<file path="src/common/apb_defs.svh">
`ifndef APB_DEFS_SVH
`define APB_DEFS_SVH

// bus widths
`define APB_ADDR_W 32
`define APB_DATA_W 32
`define APB_STRB_W (`APB_DATA_W / 8)
`define APB_PROT_W 3

// extra requester stall cycles per downstream wait cycle
`define APB_DELAY_MUL 9
// fraction bits kept in the delay counter
`define APB_DELAY_SHIFT 2

// address map, each region is 4 KB
`define REG_BASE    32'h0000_0000
`define SRAM_BASE   32'h0000_1000
`define REGION_MASK 32'hFFFF_F000

// scratch memory size in words
`define SRAM_DEPTH 64

`endif

</file>
<file path="src/common/apb_pkg.sv">
`include "apb_defs.svh"

package apb_pkg;

    // downstream target picked by the address decode
    typedef enum logic [1:0] {
        TGT_REG,
        TGT_SRAM,
        TGT_NONE
    } target_e;

    // completion data returned to the requester
    typedef struct packed {
        logic [`APB_DATA_W-1:0] prdata;
        logic                   pslverr;
    } apb_resp_t;

endpackage

</file>
<file path="src/common/apb_if.sv">
`include "apb_defs.svh"

interface apb_if;

    logic [`APB_ADDR_W-1:0] paddr;
    logic                   psel;
    logic                   penable;
    logic [`APB_PROT_W-1:0] pprot;
    logic                   pwrite;
    logic [`APB_DATA_W-1:0] pwdata;
    logic [`APB_STRB_W-1:0] pstrb;
    logic                   pready;
    logic [`APB_DATA_W-1:0] prdata;
    logic                   pslverr;

    modport requester (
        output paddr, psel, penable, pprot, pwrite, pwdata, pstrb,
        input  pready, prdata, pslverr
    );

    modport completer (
        input  paddr, psel, penable, pprot, pwrite, pwdata, pstrb,
        output pready, prdata, pslverr
    );

endinterface

</file>
<file path="src/design/apb_delayer.sv">
`include "apb_defs.svh"

module apb_delayer (
    input  logic                   clock,
    input  logic                   reset,
    input  logic [`APB_ADDR_W-1:0] in_paddr,
    input  logic                   in_psel,
    input  logic                   in_penable,
    input  logic [`APB_PROT_W-1:0] in_pprot,
    input  logic                   in_pwrite,
    input  logic [`APB_DATA_W-1:0] in_pwdata,
    input  logic [`APB_STRB_W-1:0] in_pstrb,
    output logic                   in_pready,
    output logic [`APB_DATA_W-1:0] in_prdata,
    output logic                   in_pslverr,
    apb_if.requester               out
);

    localparam int CNT_W = 16;
    localparam logic [CNT_W-1:0] STEP = CNT_W'(`APB_DELAY_MUL << `APB_DELAY_SHIFT);

    typedef enum logic [1:0] {
        ST_IDLE,
        ST_ACTIVE,
        ST_DELAY
    } state_e;

    state_e             state;
    logic [CNT_W-1:0]   delay_cnt;
    apb_pkg::apb_resp_t held;
    logic               setup;
    logic               release_now;

    assign setup       = in_psel & ~in_penable;
    assign release_now = (state == ST_DELAY) && (delay_cnt == '0);

    // request goes straight down, psel is held off once the target has answered
    assign out.paddr   = in_paddr;
    assign out.psel    = in_psel & (state != ST_DELAY) & ~in_pready;
    assign out.penable = in_penable;
    assign out.pprot   = in_pprot;
    assign out.pwrite  = in_pwrite;
    assign out.pwdata  = in_pwdata;
    assign out.pstrb   = in_pstrb;

    always_ff @(posedge clock) begin
        if (reset) begin
            state <= ST_IDLE;
        end else begin
            case (state)
                ST_IDLE:   if (setup) state <= ST_ACTIVE;
                ST_ACTIVE: if (out.pready) state <= ST_DELAY;
                ST_DELAY:  if (delay_cnt == '0) state <= ST_IDLE;
                default:   state <= ST_IDLE;
            endcase
        end
    end

    // fixed point accumulate while waiting, drop the fraction at completion
    always_ff @(posedge clock) begin
        if (reset) begin
            delay_cnt <= '0;
        end else if (state == ST_ACTIVE) begin
            if (out.pready) begin
                delay_cnt <= delay_cnt >> `APB_DELAY_SHIFT;
            end else begin
                delay_cnt <= delay_cnt + STEP;
            end
        end else if ((state == ST_DELAY) && (delay_cnt != '0)) begin
            delay_cnt <= delay_cnt - CNT_W'(1);
        end
    end

    always_ff @(posedge clock) begin
        if ((state == ST_ACTIVE) && out.pready) begin
            held <= '{prdata: out.prdata, pslverr: out.pslverr};
        end
    end

    // one cycle completion, data is zero outside of it
    always_ff @(posedge clock) begin
        if (reset) begin
            in_pready  <= 1'b0;
            in_prdata  <= '0;
            in_pslverr <= 1'b0;
        end else if (release_now) begin
            in_pready  <= 1'b1;
            in_prdata  <= held.prdata;
            in_pslverr <= held.pslverr;
        end else begin
            in_pready  <= 1'b0;
            in_prdata  <= '0;
            in_pslverr <= 1'b0;
        end
    end

endmodule

</file>
<file path="src/flat_wrapper.sv">
// flat-port wrapper written by rule: the top's interface ports become plain ports
module apb_delayer_flat 
  (clock, reset, in_paddr, in_psel, in_penable, in_pprot, in_pwrite, in_pwdata, in_pstrb, in_pready, in_prdata, in_pslverr, out_paddr, out_psel, out_penable, out_pprot, out_pwrite, out_pwdata, out_pstrb, out_pready, out_prdata, out_pslverr);
  apb_if out_i ();
  input  logic clock;
  input  logic reset;
  input  logic [`APB_ADDR_W-1:0] in_paddr;
  input  logic in_psel;
  input  logic in_penable;
  input  logic [`APB_PROT_W-1:0] in_pprot;
  input  logic in_pwrite;
  input  logic [`APB_DATA_W-1:0] in_pwdata;
  input  logic [`APB_STRB_W-1:0] in_pstrb;
  output logic in_pready;
  output logic [`APB_DATA_W-1:0] in_prdata;
  output logic in_pslverr;
  output wire logic [$bits(out_i.paddr)-1:0] out_paddr;
  output wire logic [$bits(out_i.psel)-1:0] out_psel;
  output wire logic [$bits(out_i.penable)-1:0] out_penable;
  output wire logic [$bits(out_i.pprot)-1:0] out_pprot;
  output wire logic [$bits(out_i.pwrite)-1:0] out_pwrite;
  output wire logic [$bits(out_i.pwdata)-1:0] out_pwdata;
  output wire logic [$bits(out_i.pstrb)-1:0] out_pstrb;
  input wire logic [$bits(out_i.pready)-1:0] out_pready;
  input wire logic [$bits(out_i.prdata)-1:0] out_prdata;
  input wire logic [$bits(out_i.pslverr)-1:0] out_pslverr;
  assign out_paddr = out_i.paddr;
  assign out_psel = out_i.psel;
  assign out_penable = out_i.penable;
  assign out_pprot = out_i.pprot;
  assign out_pwrite = out_i.pwrite;
  assign out_pwdata = out_i.pwdata;
  assign out_pstrb = out_i.pstrb;
  assign out_i.pready = out_pready;
  assign out_i.prdata = out_prdata;
  assign out_i.pslverr = out_pslverr;
  apb_delayer u_core (.clock(clock), .reset(reset), .in_paddr(in_paddr), .in_psel(in_psel), .in_penable(in_penable), .in_pprot(in_pprot), .in_pwrite(in_pwrite), .in_pwdata(in_pwdata), .in_pstrb(in_pstrb), .in_pready(in_pready), .in_prdata(in_prdata), .in_pslverr(in_pslverr), .out(out_i));
endmodule
</file>
<file path="config.mk">
export PLATFORM = sky130hd
export DESIGN_NAME = apb_delayer_flat
export DESIGN_NICKNAME = d
export VERILOG_FILES = /design/src/common/apb_pkg.sv /design/src/common/apb_if.sv /design/src/design/apb_delayer.sv /design/src/flat_wrapper.sv
export VERILOG_INCLUDE_DIRS = /design/src /design/src/common
export SDC_FILE = /design/constraint.sdc
export NUM_CORES = 1
export LEC_CHECK = 0
export BUFFER_PORTS_ARGS = -buffer_cell sky130_fd_sc_hd__buf_2
export CAP_MARGIN = 20
export CELL_PAD_IN_SITES_DETAIL_PLACEMENT = 1
export CELL_PAD_IN_SITES_GLOBAL_PLACEMENT = 1
export CORE_ASPECT_RATIO = 0.8
export CORE_MARGIN = 10
export CORE_UTILIZATION = 33
export DETAILED_ROUTE_END_ITERATION = 7
export PLACE_DENSITY_LB_ADDON = 0.05
export SYNTH_ARGS = -nofsm -noshare
export SYNTH_HDL_FRONTEND = slang
export SYNTH_SLANG_ARGS = --single-unit
</file>
<file path="constraint.sdc">
create_clock -name clock -period 3 [get_ports clock]
set_input_delay 0.45 -clock clock [delete_from_list [all_inputs] [get_ports clock]]
set_output_delay 0.45 -clock clock [all_outputs]
set_load 0.01 [all_outputs]
</file>
==> flow_summary.yaml, run 1 <==
run_status:
  status: "completed"
routing:
  top_layer: "met4"
  drc: 0
  wl_per_cell_um: 19.9
  routed-via-count: 2750
  finalWirelength_um: 10800
  wl_met3_um: 759
  wl_met1_um: 4900
  viasPerCell: 5.05
  wl_met2_um: 4990
  drtIter0Drc: 203
  first_pass_iters: 4
  ant_nets: 0
timing:
  hold_viol: 0
  fin_worst_skew_ns: 0.00590
  fmax_mhz: 443
  timing.final.ws_setup_ns: 0.744
  relSlewSlack_pct: 54.2
  rsz0062_at_grt: "false"
  setup-tns-final_ns: 0
  setup_viol: 0
  slew_violations: 0
  tightest_slew_ns: 0.687
  fin_crit_ns: 2.26
  finalCritPeriodShare_pct: 75.2
setup_path:
  crit_type: "register to register"
  reg2reg_to: "u_core.delay_cnt[15]$_SDFFE_PP0P_"
  required_ns: 3.24
  crit_path_max_fanout: 8
  arrival_ns: 2.50
  rr_worst_depth: 7
  end_kind: "register"
  r2r-start: "u_core.delay_cnt[2]$_SDFFE_PP0P_"
  reg2reg_slack_ns: 0.74
  critPathLaunchType: "register"
die:
  initial_core_util_pct: 33.4
  fp.dieH_um: 119
  dieArea_mm2: 0.0171
  core.rowCount: 36
  die_w_um: 144
  coreArea_mm2: 0.0121
  ioPinCount: 218
power:
  peakVddDrop_v: 0.000309
  powerDensity_mw_per_mm2: 632
  p_leak_nw: 1.72
  power_mw: 2.73
global_route:
  first_global_vias: 2928
  track_usage_pct: 12.8
  grt_pass1_wl_um: 17100
  grt_max_degree: 38
  gr-total-overflow: 0
  antenna_found_initial: 0
cts:
  cts_tree: "built"
  htreeDepth: 3
  cts_buffer_depth: 2
  postCtsSetupRepairBufs: 0
  numCtsBuffers: 9
  numClockSinks: 85
  clk_latency_ns: 0.33
  clk_pin_slew_ns: 0.07
  cts_resized: 0
  ctsRootBufferMaster: "clkbuf_16"
  hold_buffers: 0
synthesis:
  synth_edf_count: 33
  syn_avg_cell_area_um2: 10.5
  synth.most_common_cell: "buf_4"
  syn-instance-count: 386
  yosys.area.top_type: "dfxtp_1"
  yosysSeqAreaShare_pct: 50.2
  synth_cell_types: 62
  syn-num-nets: 500
  synth_seq_cells: 85
  netlist.area_leader.share_pct: 25.7
  yosysWarnings: 0
  async_reset_ff_share_pct: 0
  synth_common_cells: "73 x buf_4, 52 x dfxtp_1, 36 x and2_1"
  synth_ff_type: "dfxtp_1"
  synth.area.top_cells: "dfxtp_1 26%, edfxtp_1 24%, buf_4 14%, and2_1 5.6%, a21oi_1 2.2%"
  synth.cell_area_mm2: 0.00405
layout:
  drive_gt1_share_pct: 28.5
  area_delta_synth_final_pct: 6.73
  fin_area_mm2: 0.00432
  finish.utilization_pct: 35.7
  nets: 502
  antennaDiodeCount: 0
worst_hold_path:
  whs_path_depth: 1
  hp-class: "primary input to register"
  min_from: "out_prdata[23]"
  worstHoldEndpoint: "u_core.held[24]$_DFFE_PP_"
placed_design:
  globalplace.congestion: 0.773
  io_buffers: 73
  postPlaceCellArea_mm2: 0.00405
  dp_hpwl_um: 8050
  dp_worst_setup_slack_ns: 0.818
job:
  maxCapViolCount: 0
## stage by stage
stage                     std cells  hold WS, ns
after floorplan                 386        0.420
after global placement          529        0.422
after detailed placement        529        0.429
after CTS                       545        0.278
after global routing            545        0.276
final                           545        0.295
## final cells by class
type                       count  area (um^2)
inverter                       9         33.8
tap                          152          190
fill                        1360         7790
clock buffer                  10          229
sequential                    85         2030
clock inverter                 6         46.3
multi-input combinational    202         1360
timing repair buffer          81          438
## power by group
part / leakage (nW) / switching, mW / internal [mW]
Combinational: 0.865 / 0.250 / 0.162
Sequential: 0.720 / 0.0477 / 1.23
Clock: 0.137 / 0.467 / 0.571
## layout by cell type (no fill, tap or decap), types with 3 or more instances in the layout
cell       count
nor2b_1        3
nor3_1         4
buf_2         73
xnor2_1        3
o21ai_1        3
o21ai_0        6
ha_1           4
o31ai_1        4
nor2_1        14
nand2_1       20
edfxtp_1      33
a31oi_1        3
dfxtp_1       52
nor4_2         3
and3_1         4
nand4_1        7
nor3b_1        3
buf_4          7
nand3_1       10
nand2b_1       4
clkbuf_16      9
inv_1          9
a21oi_1       18
nor4_1         3
and2_1        36
a211oi_1       7
## flip-flops by register name, indices dropped and copies added, names as in the netlist
signal and flops:
u_core.in_prdata 32, u_core.in_pready 1, u_core.in_pslverr 1, u_core.held 33, u_core.state 2, u_core.delay_cnt 16
## worst max-delay path, cell delays in order (launching register included)
cell and delay, ns:
dfxtp_1 0.49, inv_1 0.14, ha_1 0.23, and3b_1 0.21, and4_4 0.22, o21ai_1 0.47, a21oi_1 0.19, a211oi_1 0.21
## how the worst max path moves through the flow
stage,startpoint,to,slack (ns),cells past startpoint
floorplan,out_pready,u_core.delay_cnt[6]$_SDFFE_PP0P_,0.89,5
global placement,u_core.delay_cnt[2]$_SDFFE_PP0P_,u_core.delay_cnt[10]$_SDFFE_PP0P_,0.93,7
detailed placement,u_core.delay_cnt[2]$_SDFFE_PP0P_,u_core.delay_cnt[4]$_SDFFE_PP0P_,0.82,7
CTS,u_core.delay_cnt[2]$_SDFFE_PP0P_,u_core.delay_cnt[4]$_SDFFE_PP0P_,0.82,7
global route,u_core.delay_cnt[2]$_SDFFE_PP0P_,u_core.delay_cnt[15]$_SDFFE_PP0P_,0.62,7
finish,u_core.delay_cnt[2]$_SDFFE_PP0P_,u_core.delay_cnt[15]$_SDFFE_PP0P_,0.74,7
## cells by family after synthesis
| family | count (synthesis) | share of synthesized area (%) |
|---|---|---|
| fa+ha+maj | 4 | 1.24 |
| mux | 2 | 0.525 |
| simple gates | 126 | 19.4 |
| buf+inv | 99 | 16.4 |
| xor+xnor | 4 | 0.865 |
| compound gates | 66 | 11.4 |
| flops | 85 | 50.2 |
## per-layer routing
layer  track usage, %  vias up
met5                0        -
met4             4.01        0
met3             5.04       29
met2             19.3       84
met1             16.4     1340
li1                 -     1297
(Power assumes the default switching activity.)
==> inputs of run 2 (changes only) <==
- clock period: 3 -> 2.3 ns (I/O delays scaled with it)
==> run 2 against run 1 <==
Net effect: sequential power increased by 30%; combinational power increased by 36%; cell count increased by 1.3%; sequential share of layout area decreased by 0.64 points; via count decreased by 0.15%; critical endpoint is now u_core.delay_cnt[10]$_SDFFE_PP0P_; global-route usage decreased by 0.19 points.
==> flow_summary.yaml, run 2 (synthesized netlist as in run 1, its figures left out) <==
layout:
  area_delta_synth_final_pct: 8.21
  final_common_cell: "buf_2"
  largest_reg_flops: 33
  antennaDiodeCount: 0
  fill_cells: 1361
  drive_gt1_share_pct: 30.0
  nets: 509
  final-seq-area_mm2: 0.00203
  multi_input_area_mm2: 0.00136
  top_register: "u_core.held"
  finish.utilization_pct: 36.2
  final_cell_mix: "73 x buf_2, 52 x dfxtp_1, 36 x and2_1"
  reg.largest.list: "u_core.held: 33 flops, u_core.in_prdata: 32 flops, u_core.delay_cnt: 16 flops"
cts:
  postCtsSetupRepairBufs: 0
  ctsRootBufferMaster: "clkbuf_16"
  clk_latency_ns: 0.33
  cts_tree: "built"
  cts_resized: 0
  hold_buffers: 0
  clk_pin_slew_ns: 0.07
  cts_buffer_depth: 2
  numCtsBuffers: 9
  numClockSinks: 85
  htreeDepth: 3
setup_path:
  required_ns: 2.52
  end_kind: "register"
  crit_type: "register to register"
  crit_path_max_fanout: 8
  arrival_ns: 2.29
  critPathLaunchType: "register"
timing:
  slew_violations: 0
  fin_crit_ns: 2.07
  fmax_mhz: 483
  setup_viol: 0
  fin_worst_skew_ns: 0.00653
  finalCritPeriodShare_pct: 90.1
  tightest_slew_ns: 0.539
  rsz0062_at_grt: "false"
  relSlewSlack_pct: 64.1
  setup-tns-final_ns: 0
  hold_viol: 0
power:
  p_leak_nw: 1.75
  peakVddDrop_v: 0.000443
  power_mw: 3.59
  powerDensity_mw_per_mm2: 820
job:
  maxCapViolCount: 0
worst_hold_path:
  hp-class: "primary input to register"
routing:
  finalWirelength_um: 10800
  viasPerCell: 4.97
  routed-via-count: 2746
  drc: 0
  ant_nets: 0
  wl_per_cell_um: 19.6
  first_pass_iters: 4
  drtIter0Drc: 149
die:
  core.rowCount: 36
  coreArea_mm2: 0.0121
  dieArea_mm2: 0.0171
  fp.dieH_um: 119
  ioPinCount: 218
  die_w_um: 144
  initial_core_util_pct: 33.4
global_route:
  grt_pass1_wl_um: 16800
  gr-total-overflow: 0
  track_usage_pct: 12.6
  antenna_found_initial: 0
  first_global_vias: 2865
  grt_max_degree: 35
run_status:
  status: "completed"
placed_design:
  globalplace.congestion: 0.772
  dp_hpwl_um: 8020
  io_buffers: 73
[run 2: cell count changes in the layout (fill, tap and decap cells not counted), sizes merged]
cell and change:
buf +7, clkbuf +2, clkinv -2, clkinvlp +2
inv -2
[run 2: path summary, 6_finish.rpt]
path | startpoint | end | slack (ns) | cells after the start
max | u_core.delay_cnt[2]$_SDFFE_PP0P_ | u_core.delay_cnt[10]$_SDFFE_PP0P_ | 0.23 | 7
min | out_prdata[28] | u_core.held[29]$_DFFE_PP_ | 0.18 | 1
max reg2reg | u_core.delay_cnt[2]$_SDFFE_PP0P_ | u_core.delay_cnt[10]$_SDFFE_PP0P_ | 0.23 | 7
min reg2reg | u_core.held[32]$_DFFE_PP_ | u_core.in_prdata[31]$_SDFF_PP0_ | 0.43 | 1
[run 2: per-layer routing]
| metal | vias up | routed length [um] | GRT usage [%] |
|---|---|---|---|
| met4 | 0 | 234 | 4.33 |
| met5 | - | 0 | 0 |
| met2 | 92 | 4820 | 18.6 |
| met1 | 1312 | 4890 | 16.2 |
| li1 | 1311 | - | - |
| met3 | 31 | 856 | 5.20 |
[run 2: power breakdown]
group          internal [mW]  total (mW)  switching (mW)
logic                  0.223       0.560           0.337
clock network          0.769        1.37           0.602
registers               1.61        1.66          0.0539
[run 2: layout make-up]
type / instances / area share, %
Clock inverter: 4 / 0.742
Timing Repair Buffer: 88 / 11.2
Inverter: 9 / 0.771
Tap cell: 152 / 4.34
Sequential cell: 85 / 46.3
Clock buffer: 12 / 5.62
Multi-Input combinational cell: 202 / 31.0
[run 2: critical path, stage by stage, from the launching register on]
cell and delay (ns):
dfxtp_1 0.50, inv_1 0.13, ha_1 0.23, and3b_1 0.22, and4_4 0.23, nor3_2 0.28
a2111oi_2 0.11, a211o_1 0.28
[run 2: stage by stage]
stage | worst slack (ns) | hold WS, ns | cells | instance area [um^2]
finish | 0.228 | 0.185 | 552 | 4380
global route | 0.0447 | 0.170 | 552 | 4380
CTS | 0.136 | 0.174 | 552 | 4380
detailed placement | 0.189 | 0.429 | 536 | 4100
global placement | 0.235 | 0.422 | 536 | 4100
floorplan | 0.233 | 0.420 | 386 | 4050
